## src/logic/udp_pkg.sv

```systemverilog
package udp_pkg;

    // ******************************
    // frame constants
    // ******************************
    localparam logic [7:0]  PREAMBLE_BYTE     = 8'h55;         // sent seven times
    localparam logic [7:0]  SFD_BYTE          = 8'hd5;
    localparam logic [15:0] ETH_TYPE_IPV4     = 16'h0800;
    localparam logic [7:0]  IP_VER_IHL        = 8'h45;         // ipv4, five header words
    localparam logic [15:0] IP_FLAGS_DF       = 16'h4000;      // don't fragment, offset 0
    localparam logic [7:0]  IP_TTL            = 8'd64;
    localparam logic [7:0]  IP_PROTO_UDP      = 8'd17;
    localparam logic [15:0] IP_UDP_HDR_BYTES  = 16'd28;
    localparam logic [15:0] UDP_HDR_BYTES     = 16'd8;

    // 46 byte ethernet minimum less the ip and udp headers
    localparam logic [15:0] MIN_PAYLOAD_BYTES = 16'd18;

    localparam logic [31:0] CRC32_POLY_REFL   = 32'hedb8_8320;

    // ******************************
    // configuration register map
    // ******************************
    localparam int CFG_ADDR_W = 3;

    localparam logic [CFG_ADDR_W-1:0] CFG_SRC_MAC_HI = 3'd0;
    localparam logic [CFG_ADDR_W-1:0] CFG_SRC_MAC_LO = 3'd1;
    localparam logic [CFG_ADDR_W-1:0] CFG_DST_MAC_HI = 3'd2;
    localparam logic [CFG_ADDR_W-1:0] CFG_DST_MAC_LO = 3'd3;
    localparam logic [CFG_ADDR_W-1:0] CFG_SRC_IP     = 3'd4;
    localparam logic [CFG_ADDR_W-1:0] CFG_DST_IP     = 3'd5;
    localparam logic [CFG_ADDR_W-1:0] CFG_PORTS      = 3'd6;   // src port high, dst port low

endpackage

```

## src/logic/udp_cfg_regs.sv

```systemverilog
`timescale 1ns/1ps

module udp_cfg_regs #(
    parameter logic [47:0] BOARD_MAC = 48'h00_0a_35_01_fe_c0,
    parameter logic [47:0] DES_MAC   = 48'hff_ff_ff_ff_ff_ff,
    parameter logic [31:0] BOARD_IP  = {8'd192, 8'd168, 8'd1, 8'd10},
    parameter logic [31:0] DES_IP    = {8'd192, 8'd168, 8'd1, 8'd102},
    parameter logic [15:0] SRC_PORT  = 16'd1234,
    parameter logic [15:0] DST_PORT  = 16'd1234
) (
    input  logic                           clk,
    input  logic                           rst_n,
    input  logic                           cfg_wr,
    input  logic [udp_pkg::CFG_ADDR_W-1:0] cfg_addr,
    input  logic [31:0]                    cfg_wdata,
    output logic [47:0]                    src_mac,
    output logic [47:0]                    dst_mac,
    output logic [31:0]                    src_ip,
    output logic [31:0]                    dst_ip,
    output logic [15:0]                    src_port,
    output logic [15:0]                    dst_port
);

    // ******************************
    // address and port registers
    // ******************************
    always_ff @(posedge clk or negedge rst_n) begin
        if (!rst_n) begin
            src_mac  <= BOARD_MAC;
            dst_mac  <= DES_MAC;
            src_ip   <= BOARD_IP;
            dst_ip   <= DES_IP;
            src_port <= SRC_PORT;
            dst_port <= DST_PORT;
        end else if (cfg_wr) begin
            // mac writes touch only the addressed half
            case (cfg_addr)
                udp_pkg::CFG_SRC_MAC_HI: src_mac[47:32] <= cfg_wdata[15:0];
                udp_pkg::CFG_SRC_MAC_LO: src_mac[31:0]  <= cfg_wdata;
                udp_pkg::CFG_DST_MAC_HI: dst_mac[47:32] <= cfg_wdata[15:0];
                udp_pkg::CFG_DST_MAC_LO: dst_mac[31:0]  <= cfg_wdata;
                udp_pkg::CFG_SRC_IP:     src_ip         <= cfg_wdata;
                udp_pkg::CFG_DST_IP:     dst_ip         <= cfg_wdata;
                udp_pkg::CFG_PORTS: begin
                    src_port <= cfg_wdata[31:16];
                    dst_port <= cfg_wdata[15:0];
                end
                default: ;  // address 7 is unmapped
            endcase
        end
    end

endmodule

```

## src/logic/payload_fifo.sv

```systemverilog
`timescale 1ns/1ps

module payload_fifo #(
    parameter int FIFO_DEPTH = 16
) (
    input  logic        clk,
    input  logic        rst_n,
    input  logic        wr_en,
    input  logic [31:0] wr_data,
    input  logic        rd_en,
    output logic [31:0] rd_data,
    output logic        full,
    output logic        empty
);

    localparam int          AW         = $clog2(FIFO_DEPTH);
    localparam logic [AW:0] FULL_COUNT = FIFO_DEPTH[AW:0];

    logic [31:0]   mem [FIFO_DEPTH];
    logic [AW-1:0] wr_ptr;          // wraps on its own, depth is a power of two
    logic [AW-1:0] rd_ptr;
    logic [AW:0]   count;
    logic          do_wr;
    logic          do_rd;

    assign full  = (count == FULL_COUNT);
    assign empty = (count == '0);
    assign do_wr = wr_en && !full;  // write into a full buffer is lost
    assign do_rd = rd_en && !empty;

    always_ff @(posedge clk) begin
        if (do_wr)
            mem[wr_ptr] <= wr_data;
        if (do_rd)
            rd_data <= mem[rd_ptr]; // one cycle read latency
    end

    always_ff @(posedge clk or negedge rst_n) begin
        if (!rst_n) begin
            wr_ptr <= '0;
            rd_ptr <= '0;
            count  <= '0;
        end else begin
            if (do_wr)
                wr_ptr <= wr_ptr + 1'b1;
            if (do_rd)
                rd_ptr <= rd_ptr + 1'b1;
            case ({do_wr, do_rd})
                2'b10:   count <= count + 1'b1;
                2'b01:   count <= count - 1'b1;
                default: ;
            endcase
        end
    end

endmodule

```

## src/logic/eth_crc32_d8.sv

```systemverilog
`timescale 1ns/1ps

module eth_crc32_d8 (
    input  logic        clk,
    input  logic        rst_n,
    input  logic        crc_en,
    input  logic        crc_clr,
    input  logic [7:0]  data_in,
    output logic [31:0] crc_data,
    output logic [7:0]  crc_next
);

    logic [31:0] crc_upd;

    // reflected crc-32, one byte lsb first
    function automatic logic [31:0] crc_step(input logic [31:0] crc, input logic [7:0] din);
        logic [31:0] c;
        int          i;
        c = crc ^ {24'h0, din};
        for (i = 0; i < 8; i++) begin
            if (c[0])
                c = (c >> 1) ^ udp_pkg::CRC32_POLY_REFL;
            else
                c = c >> 1;
        end
        return c;
    endfunction

    assign crc_upd  = crc_step(crc_data, data_in);
    assign crc_next = crc_upd[7:0];     // lets the framer send fcs byte 0 with no gap

    always_ff @(posedge clk or negedge rst_n) begin
        if (!rst_n) begin
            crc_data <= '1;
        end else if (crc_clr) begin
            crc_data <= '1;             // ready for the next frame
        end else if (crc_en) begin
            crc_data <= crc_upd;
        end
    end

endmodule

```

## src/logic/udp_tx.sv

```systemverilog
`timescale 1ns/1ps

module udp_tx (
    input  logic        clk,
    input  logic        rst_n,
    input  logic        tx_start,
    input  logic [15:0] tx_byte_num,
    input  logic [47:0] src_mac,
    input  logic [47:0] dst_mac,
    input  logic [31:0] src_ip,
    input  logic [31:0] dst_ip,
    input  logic [15:0] src_port,
    input  logic [15:0] dst_port,
    input  logic [31:0] tx_data,
    input  logic [31:0] crc_data,
    input  logic [7:0]  crc_next,
    output logic        tx_req,
    output logic        gmii_tx_en,
    output logic [7:0]  gmii_txd,
    output logic        crc_en,
    output logic        crc_clr,
    output logic        tx_done,
    output logic        tx_busy
);

    // one-hot sequencer states
    localparam logic [6:0] S_IDLE = 7'b000_0001;
    localparam logic [6:0] S_CSUM = 7'b000_0010;
    localparam logic [6:0] S_PRE  = 7'b000_0100;
    localparam logic [6:0] S_ETH  = 7'b000_1000;
    localparam logic [6:0] S_IPH  = 7'b001_0000;
    localparam logic [6:0] S_DATA = 7'b010_0000;
    localparam logic [6:0] S_CRC  = 7'b100_0000;

    logic [6:0]   state;
    logic [4:0]   cnt;          // byte or step index within a state
    logic [15:0]  data_cnt;
    logic [15:0]  byte_num;     // user byte count of this frame
    logic [15:0]  pad_num;      // byte count after padding
    logic [15:0]  ip_id;
    logic [31:0]  csum;
    logic [111:0] eth_hdr;      // dst mac, src mac, ethertype
    logic [31:0]  ip_hdr [7];   // five ip words then two udp words
    logic [31:0]  ip_word;
    logic [7:0]   eth_byte;
    logic [7:0]   ip_byte;
    logic [7:0]   data_byte;

    assign tx_busy   = (state != S_IDLE) || tx_start;
    assign ip_word   = ip_hdr[cnt[4:2]];
    assign eth_byte  = eth_hdr[8*(13-cnt) +: 8];
    assign ip_byte   = ip_word[8*(3-cnt[1:0]) +: 8];
    assign data_byte = tx_data[8*(3-data_cnt[1:0]) +: 8];   // msb first

    // ******************************
    // header words and checksum
    // ******************************
    always_ff @(posedge clk) begin
        if (state == S_IDLE && tx_start) begin
            eth_hdr   <= {dst_mac, src_mac, udp_pkg::ETH_TYPE_IPV4};
            ip_hdr[0] <= {udp_pkg::IP_VER_IHL, 8'h00, tx_byte_num + udp_pkg::IP_UDP_HDR_BYTES};
            ip_hdr[1] <= {ip_id + 16'd1, udp_pkg::IP_FLAGS_DF};
            ip_hdr[2] <= {udp_pkg::IP_TTL, udp_pkg::IP_PROTO_UDP, 16'h0000};
            ip_hdr[3] <= src_ip;
            ip_hdr[4] <= dst_ip;
            ip_hdr[5] <= {src_port, dst_port};
            ip_hdr[6] <= {tx_byte_num + udp_pkg::UDP_HDR_BYTES, 16'h0000};  // no udp checksum
        end
        if (state == S_CSUM) begin
            case (cnt)
                5'd0: csum <= ip_hdr[0][31:16] + ip_hdr[0][15:0] + ip_hdr[1][31:16]
                              + ip_hdr[1][15:0] + ip_hdr[2][31:16] + ip_hdr[2][15:0]
                              + ip_hdr[3][31:16] + ip_hdr[3][15:0] + ip_hdr[4][31:16]
                              + ip_hdr[4][15:0];
                5'd1, 5'd2: csum <= {16'h0, csum[31:16]} + {16'h0, csum[15:0]};  // fold carries
                default: ip_hdr[2][15:0] <= ~csum[15:0];
            endcase
        end
    end

    // ******************************
    // frame sequencer
    // ******************************
    always_ff @(posedge clk or negedge rst_n) begin
        if (!rst_n) begin
            state      <= S_IDLE;
            cnt        <= '0;
            data_cnt   <= '0;
            byte_num   <= '0;
            pad_num    <= '0;
            ip_id      <= '0;
            tx_req     <= 1'b0;
            gmii_tx_en <= 1'b0;
            gmii_txd   <= '0;
            crc_en     <= 1'b0;
            crc_clr    <= 1'b0;
            tx_done    <= 1'b0;
        end else begin
            tx_req     <= 1'b0;
            gmii_tx_en <= 1'b0;
            crc_en     <= 1'b0;
            crc_clr    <= 1'b0;
            tx_done    <= 1'b0;
            case (state)
                S_IDLE: begin
                    if (tx_start) begin
                        byte_num <= tx_byte_num;
                        pad_num  <= (tx_byte_num < udp_pkg::MIN_PAYLOAD_BYTES) ?
                                    udp_pkg::MIN_PAYLOAD_BYTES : tx_byte_num;
                        ip_id    <= ip_id + 16'd1;
                        cnt      <= '0;
                        state    <= S_CSUM;
                    end
                end
                S_CSUM: begin
                    cnt <= cnt + 5'd1;
                    if (cnt == 5'd3) begin
                        // first preamble byte goes out with the inverted sum
                        gmii_tx_en <= 1'b1;
                        gmii_txd   <= udp_pkg::PREAMBLE_BYTE;
                        cnt        <= 5'd1;
                        state      <= S_PRE;
                    end
                end
                S_PRE: begin
                    gmii_tx_en <= 1'b1;
                    if (cnt == 5'd7) begin
                        gmii_txd <= udp_pkg::SFD_BYTE;
                        cnt      <= '0;
                        state    <= S_ETH;
                    end else begin
                        gmii_txd <= udp_pkg::PREAMBLE_BYTE;
                        cnt      <= cnt + 5'd1;
                    end
                end
                S_ETH: begin
                    gmii_tx_en <= 1'b1;
                    crc_en     <= 1'b1;
                    gmii_txd   <= eth_byte;
                    cnt        <= cnt + 5'd1;
                    if (cnt == 5'd13) begin
                        cnt   <= '0;
                        state <= S_IPH;
                    end
                end
                S_IPH: begin
                    gmii_tx_en <= 1'b1;
                    crc_en     <= 1'b1;
                    gmii_txd   <= ip_byte;
                    cnt        <= cnt + 5'd1;
                    if (cnt == 5'd26 && byte_num != 16'd0)
                        tx_req <= 1'b1;     // first word, two byte slots ahead
                    if (cnt == 5'd27) begin
                        cnt      <= '0;
                        data_cnt <= '0;
                        state    <= S_DATA;
                    end
                end
                S_DATA: begin
                    gmii_tx_en <= 1'b1;
                    crc_en     <= 1'b1;
                    gmii_txd   <= (data_cnt < byte_num) ? data_byte : 8'h00;  // zero pad
                    // fetch the next word only if it holds real bytes
                    if (data_cnt[1:0] == 2'd2 && ({1'b0, data_cnt} + 17'd2) < {1'b0, byte_num})
                        tx_req <= 1'b1;
                    if (data_cnt == pad_num - 16'd1) begin
                        data_cnt <= '0;
                        cnt      <= '0;
                        state    <= S_CRC;
                    end else begin
                        data_cnt <= data_cnt + 16'd1;
                    end
                end
                S_CRC: begin
                    cnt <= cnt + 5'd1;
                    case (cnt)
                        5'd0: begin
                            gmii_tx_en <= 1'b1;
                            gmii_txd   <= ~crc_next;        // last data byte still folding
                        end
                        5'd1: begin
                            gmii_tx_en <= 1'b1;
                            gmii_txd   <= ~crc_data[15:8];
                        end
                        5'd2: begin
                            gmii_tx_en <= 1'b1;
                            gmii_txd   <= ~crc_data[23:16];
                        end
                        5'd3: begin
                            gmii_tx_en <= 1'b1;
                            gmii_txd   <= ~crc_data[31:24];
                        end
                        5'd4: begin
                            tx_done <= 1'b1;
                            crc_clr <= 1'b1;
                        end
                        default: begin
                            cnt   <= '0;
                            state <= S_IDLE;    // busy held through the done cycle
                        end
                    endcase
                end
                default: state <= S_IDLE;
            endcase
        end
    end

endmodule

```

## src/logic/udp_tx_top.sv

```systemverilog
`timescale 1ns/1ps

module udp_tx_top #(
    parameter logic [47:0] BOARD_MAC  = 48'h00_0a_35_01_fe_c0,
    parameter logic [47:0] DES_MAC    = 48'hff_ff_ff_ff_ff_ff,
    parameter logic [31:0] BOARD_IP   = {8'd192, 8'd168, 8'd1, 8'd10},
    parameter logic [31:0] DES_IP     = {8'd192, 8'd168, 8'd1, 8'd102},
    parameter logic [15:0] SRC_PORT   = 16'd1234,
    parameter logic [15:0] DST_PORT   = 16'd1234,
    parameter int          FIFO_DEPTH = 16
) (
    input  logic                           clk,
    input  logic                           rst_n,
    input  logic                           cfg_wr,
    input  logic [udp_pkg::CFG_ADDR_W-1:0] cfg_addr,
    input  logic [31:0]                    cfg_wdata,
    input  logic                           pl_wr,
    input  logic [31:0]                    pl_wdata,
    input  logic                           tx_start,
    input  logic [15:0]                    tx_byte_num,
    output logic                           gmii_tx_en,
    output logic [7:0]                     gmii_txd,
    output logic                           tx_done,
    output logic                           tx_busy,
    output logic                           pl_full
);

    logic [47:0] src_mac;
    logic [47:0] dst_mac;
    logic [31:0] src_ip;
    logic [31:0] dst_ip;
    logic [15:0] src_port;
    logic [15:0] dst_port;
    logic        tx_req;
    logic [31:0] tx_data;
    logic        pl_empty;      // watched by the bound checks
    logic        crc_en;
    logic        crc_clr;
    logic [31:0] crc_data;
    logic [7:0]  crc_next;

    udp_cfg_regs #(
        .BOARD_MAC(BOARD_MAC), .DES_MAC(DES_MAC), .BOARD_IP(BOARD_IP),
        .DES_IP(DES_IP), .SRC_PORT(SRC_PORT), .DST_PORT(DST_PORT)
    ) cfg_i (
        .clk, .rst_n, .cfg_wr, .cfg_addr, .cfg_wdata,
        .src_mac, .dst_mac, .src_ip, .dst_ip, .src_port, .dst_port
    );

    payload_fifo #(.FIFO_DEPTH(FIFO_DEPTH)) fifo_i (
        .clk, .rst_n, .wr_en(pl_wr), .wr_data(pl_wdata), .rd_en(tx_req),
        .rd_data(tx_data), .full(pl_full), .empty(pl_empty)
    );

    // crc folds the byte on the gmii output register
    eth_crc32_d8 crc_i (
        .clk, .rst_n, .crc_en, .crc_clr, .data_in(gmii_txd), .crc_data, .crc_next
    );

    udp_tx tx_i (
        .clk, .rst_n, .tx_start, .tx_byte_num, .src_mac, .dst_mac, .src_ip, .dst_ip,
        .src_port, .dst_port, .tx_data, .crc_data, .crc_next, .tx_req, .gmii_tx_en,
        .gmii_txd, .crc_en, .crc_clr, .tx_done, .tx_busy
    );

endmodule

```

## config.mk

```make
export PLATFORM = sky130hd
export DESIGN_NAME = udp_tx_top
export DESIGN_NICKNAME = d
export VERILOG_FILES = /design/src/logic/udp_pkg.sv /design/src/logic/udp_cfg_regs.sv /design/src/logic/payload_fifo.sv /design/src/logic/eth_crc32_d8.sv /design/src/logic/udp_tx.sv /design/src/logic/udp_tx_top.sv
export SDC_FILE = /design/constraint.sdc
export NUM_CORES = 2
export LEC_CHECK = 0
export ABC_AREA = 1
export BUFFER_PORTS_ARGS = -buffer_cell sky130_fd_sc_hd__buf_4
export CAP_MARGIN = 20
export CORE_UTILIZATION = 55
export DETAILED_ROUTE_END_ITERATION = 10
export GPL_TIMING_DRIVEN = 0
export PLACE_DENSITY = 0.79
export SLEW_MARGIN = 20
export SYNTH_ARGS = -nofsm -noshare
export SYNTH_HDL_FRONTEND = slang
export SYNTH_SLANG_ARGS = --single-unit
```

## constraint.sdc

```tcl
create_clock -name clk -period 7.8 [get_ports clk]
set_input_delay 1.56 -clock clk [delete_from_list [all_inputs] [get_ports clk]]
set_output_delay 1.56 -clock clk [all_outputs]
set_load 0.1 [all_outputs]
```

==> metrics.yaml <==
outcome: "finished, final reports clean"
clock.fmax_mhz: 177
period_needed_ns: 5.64
setup_ws_ns: 2.16
grt_max_degree: 101
vias_per_cell: 6.29
rsz0062_at_grt: "false"
crit_family: "adder cells"
grt_pass1_vias: 38900
crit_path_cell_trace: "ha_1 > o21ai_0 > nand3b_1 > xor2_1 > fa_1 > inv_1 > fa_1 > fa_1 > fa_1 > inv_1 > ha_1 > nand2_1 > nor2_1 > nand2_1 > o21ai_0 > nand3_1 > a21oi_1 > nor2_1"
power_density_nw_per_um2: 439
r2r_slack_ns: 2.16
synth_area_per_cell_um2: 11.2
synthTopCellsByCount: "nand2_1, edfxtp_1, o21ai_0"
netlist_top_cells_area: "edfxtp_1, dfrtp_1, dfstp_2"
yosys_warnings: 0
slew_headroom: 0.309
wl_per_cell_um: 26.9
die_area_um2: 98300
tightest_slew_ns: 1.04
grt.total_usage: 0.351
top_usage_layer: "met2"
row_count: 113
critPathRequiredTime_ns: 8.29
drtIter0Drc: 6290
cts_max_level: 3
ys_dominant_reg_cell: "edfxtp_1"
cp.buffers_inverters: 2
yosys.cell_types.count: 63
ys_ff_latch: 1161
path_clk_slew_ns: 0.07
p_leak_nw: 23.7
dpl.cell_count: 6174
finClkSkew_ns: 0.0416
drc_errors: 0
finalPower_mw: 26.7
cts_tree: "done"
grt_pass1_wl_mm: 251
start_util: 0.558
cts_resized: 0
firstDrtPassIters: 8
hold_violations: 0
critPathArrivalTime_ns: 6.13
area_growth_syn_to_layout_pct: 13.7
totalWireLength_mm: 172
ant_nets: 0
die_h_um: 314
gr-total-overflow: 0
tns_ns: 0
pre_cts_ws_ns: 2.24
pin_count: 100
slowest_stage: "fa_1"
start_kind: "flip-flop"
critPathKind: "reg2reg"
min_path_cells: 0
drv_slew: 0
yosysMostFrequentCell: "nand2_1"
die_x_um: 314
setup_violations: 0
use_met2: 0.541
met3_usage: 0.0789
max_cap_viol_count: 0
cts_setup_buffers: 0
cts.sinks: 1161
yosysTopAreaCellShare: 0.470
drive_gt1_frac: 0.110
path_depth: 18
hold_end: "tx_i.ip_hdr[4][24]"
nets: 5310
dpl.hpwl_mm: 123
synth_seq_area_share: 0.626
coreArea_um2: 95600
crit_top_cell: "fa_1"
synth_cells: 4774
clk_latency_ns: 0.74
synth_edf_count: 836
clockRootBuffer: "clkbuf_16"
async_reset_ff_frac: 0.280
period_share: 0.723
cts_max_path_buffers: 3
syn_area_um2: 53400
portBuffers: 98
worstPathMaxFanout: 4
min_from: "cfg_i.dst_ip[24]"
slowest_delay_ns: 0.71
reg2regPathDepth: 18
r2r-end: "tx_i.csum[17]"
worst_setup_path_end_kind: "flip-flop"
grt_antenna_before_repair: 9
cts_buffers: 116
layoutNonFillerInstCount: 6398
hold_buffers: 0
min_path_type: "reg2reg"
synth_top_cell_by_area: "edfxtp_1"
gp_congestion: 1.05
ir_drop_mv: 0.746
via_count: 40200
rr_startpoint: "tx_i.ip_hdr[0][8]"
utilization: 0.635
globalRouteMet1Util: 0.471
==> cell type report <==
type | count | area (µm²)
Clock buffer | 167 | 3500
Antenna cell | 2 | 5.00
Buffer | 215 | 880
Sequential cell | 1161 | 33400
Inverter | 462 | 1730
Tap cell | 1265 | 1580
Fill cell | 7242 | 34900
Clock inverter | 55 | 749
Multi-Input combinational cell | 2950 | 17500
Timing Repair Buffer | 121 | 1310
==> worst max path at each step <==
stage | from | endpoint | slack (ns)
global route | tx_i.ip_hdr[0][8] | tx_i.csum[17] | 1.94
global placement | rst_n | tx_i.gmii_txd[5] | 2.01
floorplan | tx_i.ip_hdr[0][8] | tx_i.csum[15] | 3.18
detailed placement | tx_i.ip_hdr[0][8] | tx_i.csum[17] | 2.24
finish | tx_i.ip_hdr[0][8] | tx_i.csum[17] | 2.16
CTS | tx_i.ip_hdr[0][8] | tx_i.csum[17] | 2.23
==> power breakdown <==
part	total, mW	switching (mW)	internal (mW)
clock	6.11	2.51	3.60
sequential	8.78	0.640	8.14
combinational	11.8	7.76	4.00
==> through the flow <==
stage	hold slack [ns]	cell area, µm²
floorplan	0.425	53400
global placement	0.427	55700
detailed placement	0.431	56400
CTS	0.443	60700
global route	0.450	60700
finish	0.437	60700
==> state kept, by name, indices dropped and copies added, names as in the netlist, 20 cells and up <==
signal          cells
cfg_i.dst_ip       32
cfg_i.dst_mac      48
cfg_i.src_ip       32
cfg_i.src_mac      48
crc_i.crc_data     32
fifo_i.mem        512
fifo_i.rd_data     32
tx_i.csum          20
tx_i.eth_hdr       96
tx_i.ip_hdr       176
==> placed cells by master (no fill, tap or decap), types with 41 or more instances in the layout <==
cell         n
nand3_1    175
o211ai_1    52
o22ai_1     61
a21oi_1    114
o221ai_1    95
o21ai_0    481
nand2_1    838
xor2_1     109
ha_1        98
inv_1      435
nor2_1     417
buf_4      100
fa_1        97
clkbuf_1   184
mux2i_1     94
clkbuf_16  126
edfxtp_1   836
nor3_1      41
dfrtp_1    200
dfstp_2    125
==> cell families (layout without fill, tap and decap cells) <==
group / Yosys count / after routing / share of synthesized area
AO/OA/AOI/OAI: 909 / 909 / 0.100
XOR/XNOR: 147 / 147 / 0.0250
adder cells (fa/ha/maj): 195 / 195 / 0.0594
buffers and inverters: 677 / 1020 / 0.0488
flip-flops: 1161 / 1161 / 0.626
multiplexers: 98 / 98 / 0.0185
other: 2 / 18 / 0.000141
AND/OR/NAND/NOR: 1585 / 1585 / 0.122
==> routing by layer <==
| metal | wire, µm | part of all wire |
|---|---|---|
| met1 | 63100 | 0.37 |
| met5 | 50 | 0.00029 |
| met4 | 10100 | 0.059 |
| met2 | 77300 | 0.45 |
| met3 | 21700 | 0.13 |
No activity file was read; power rests on OpenSTA's default activity.
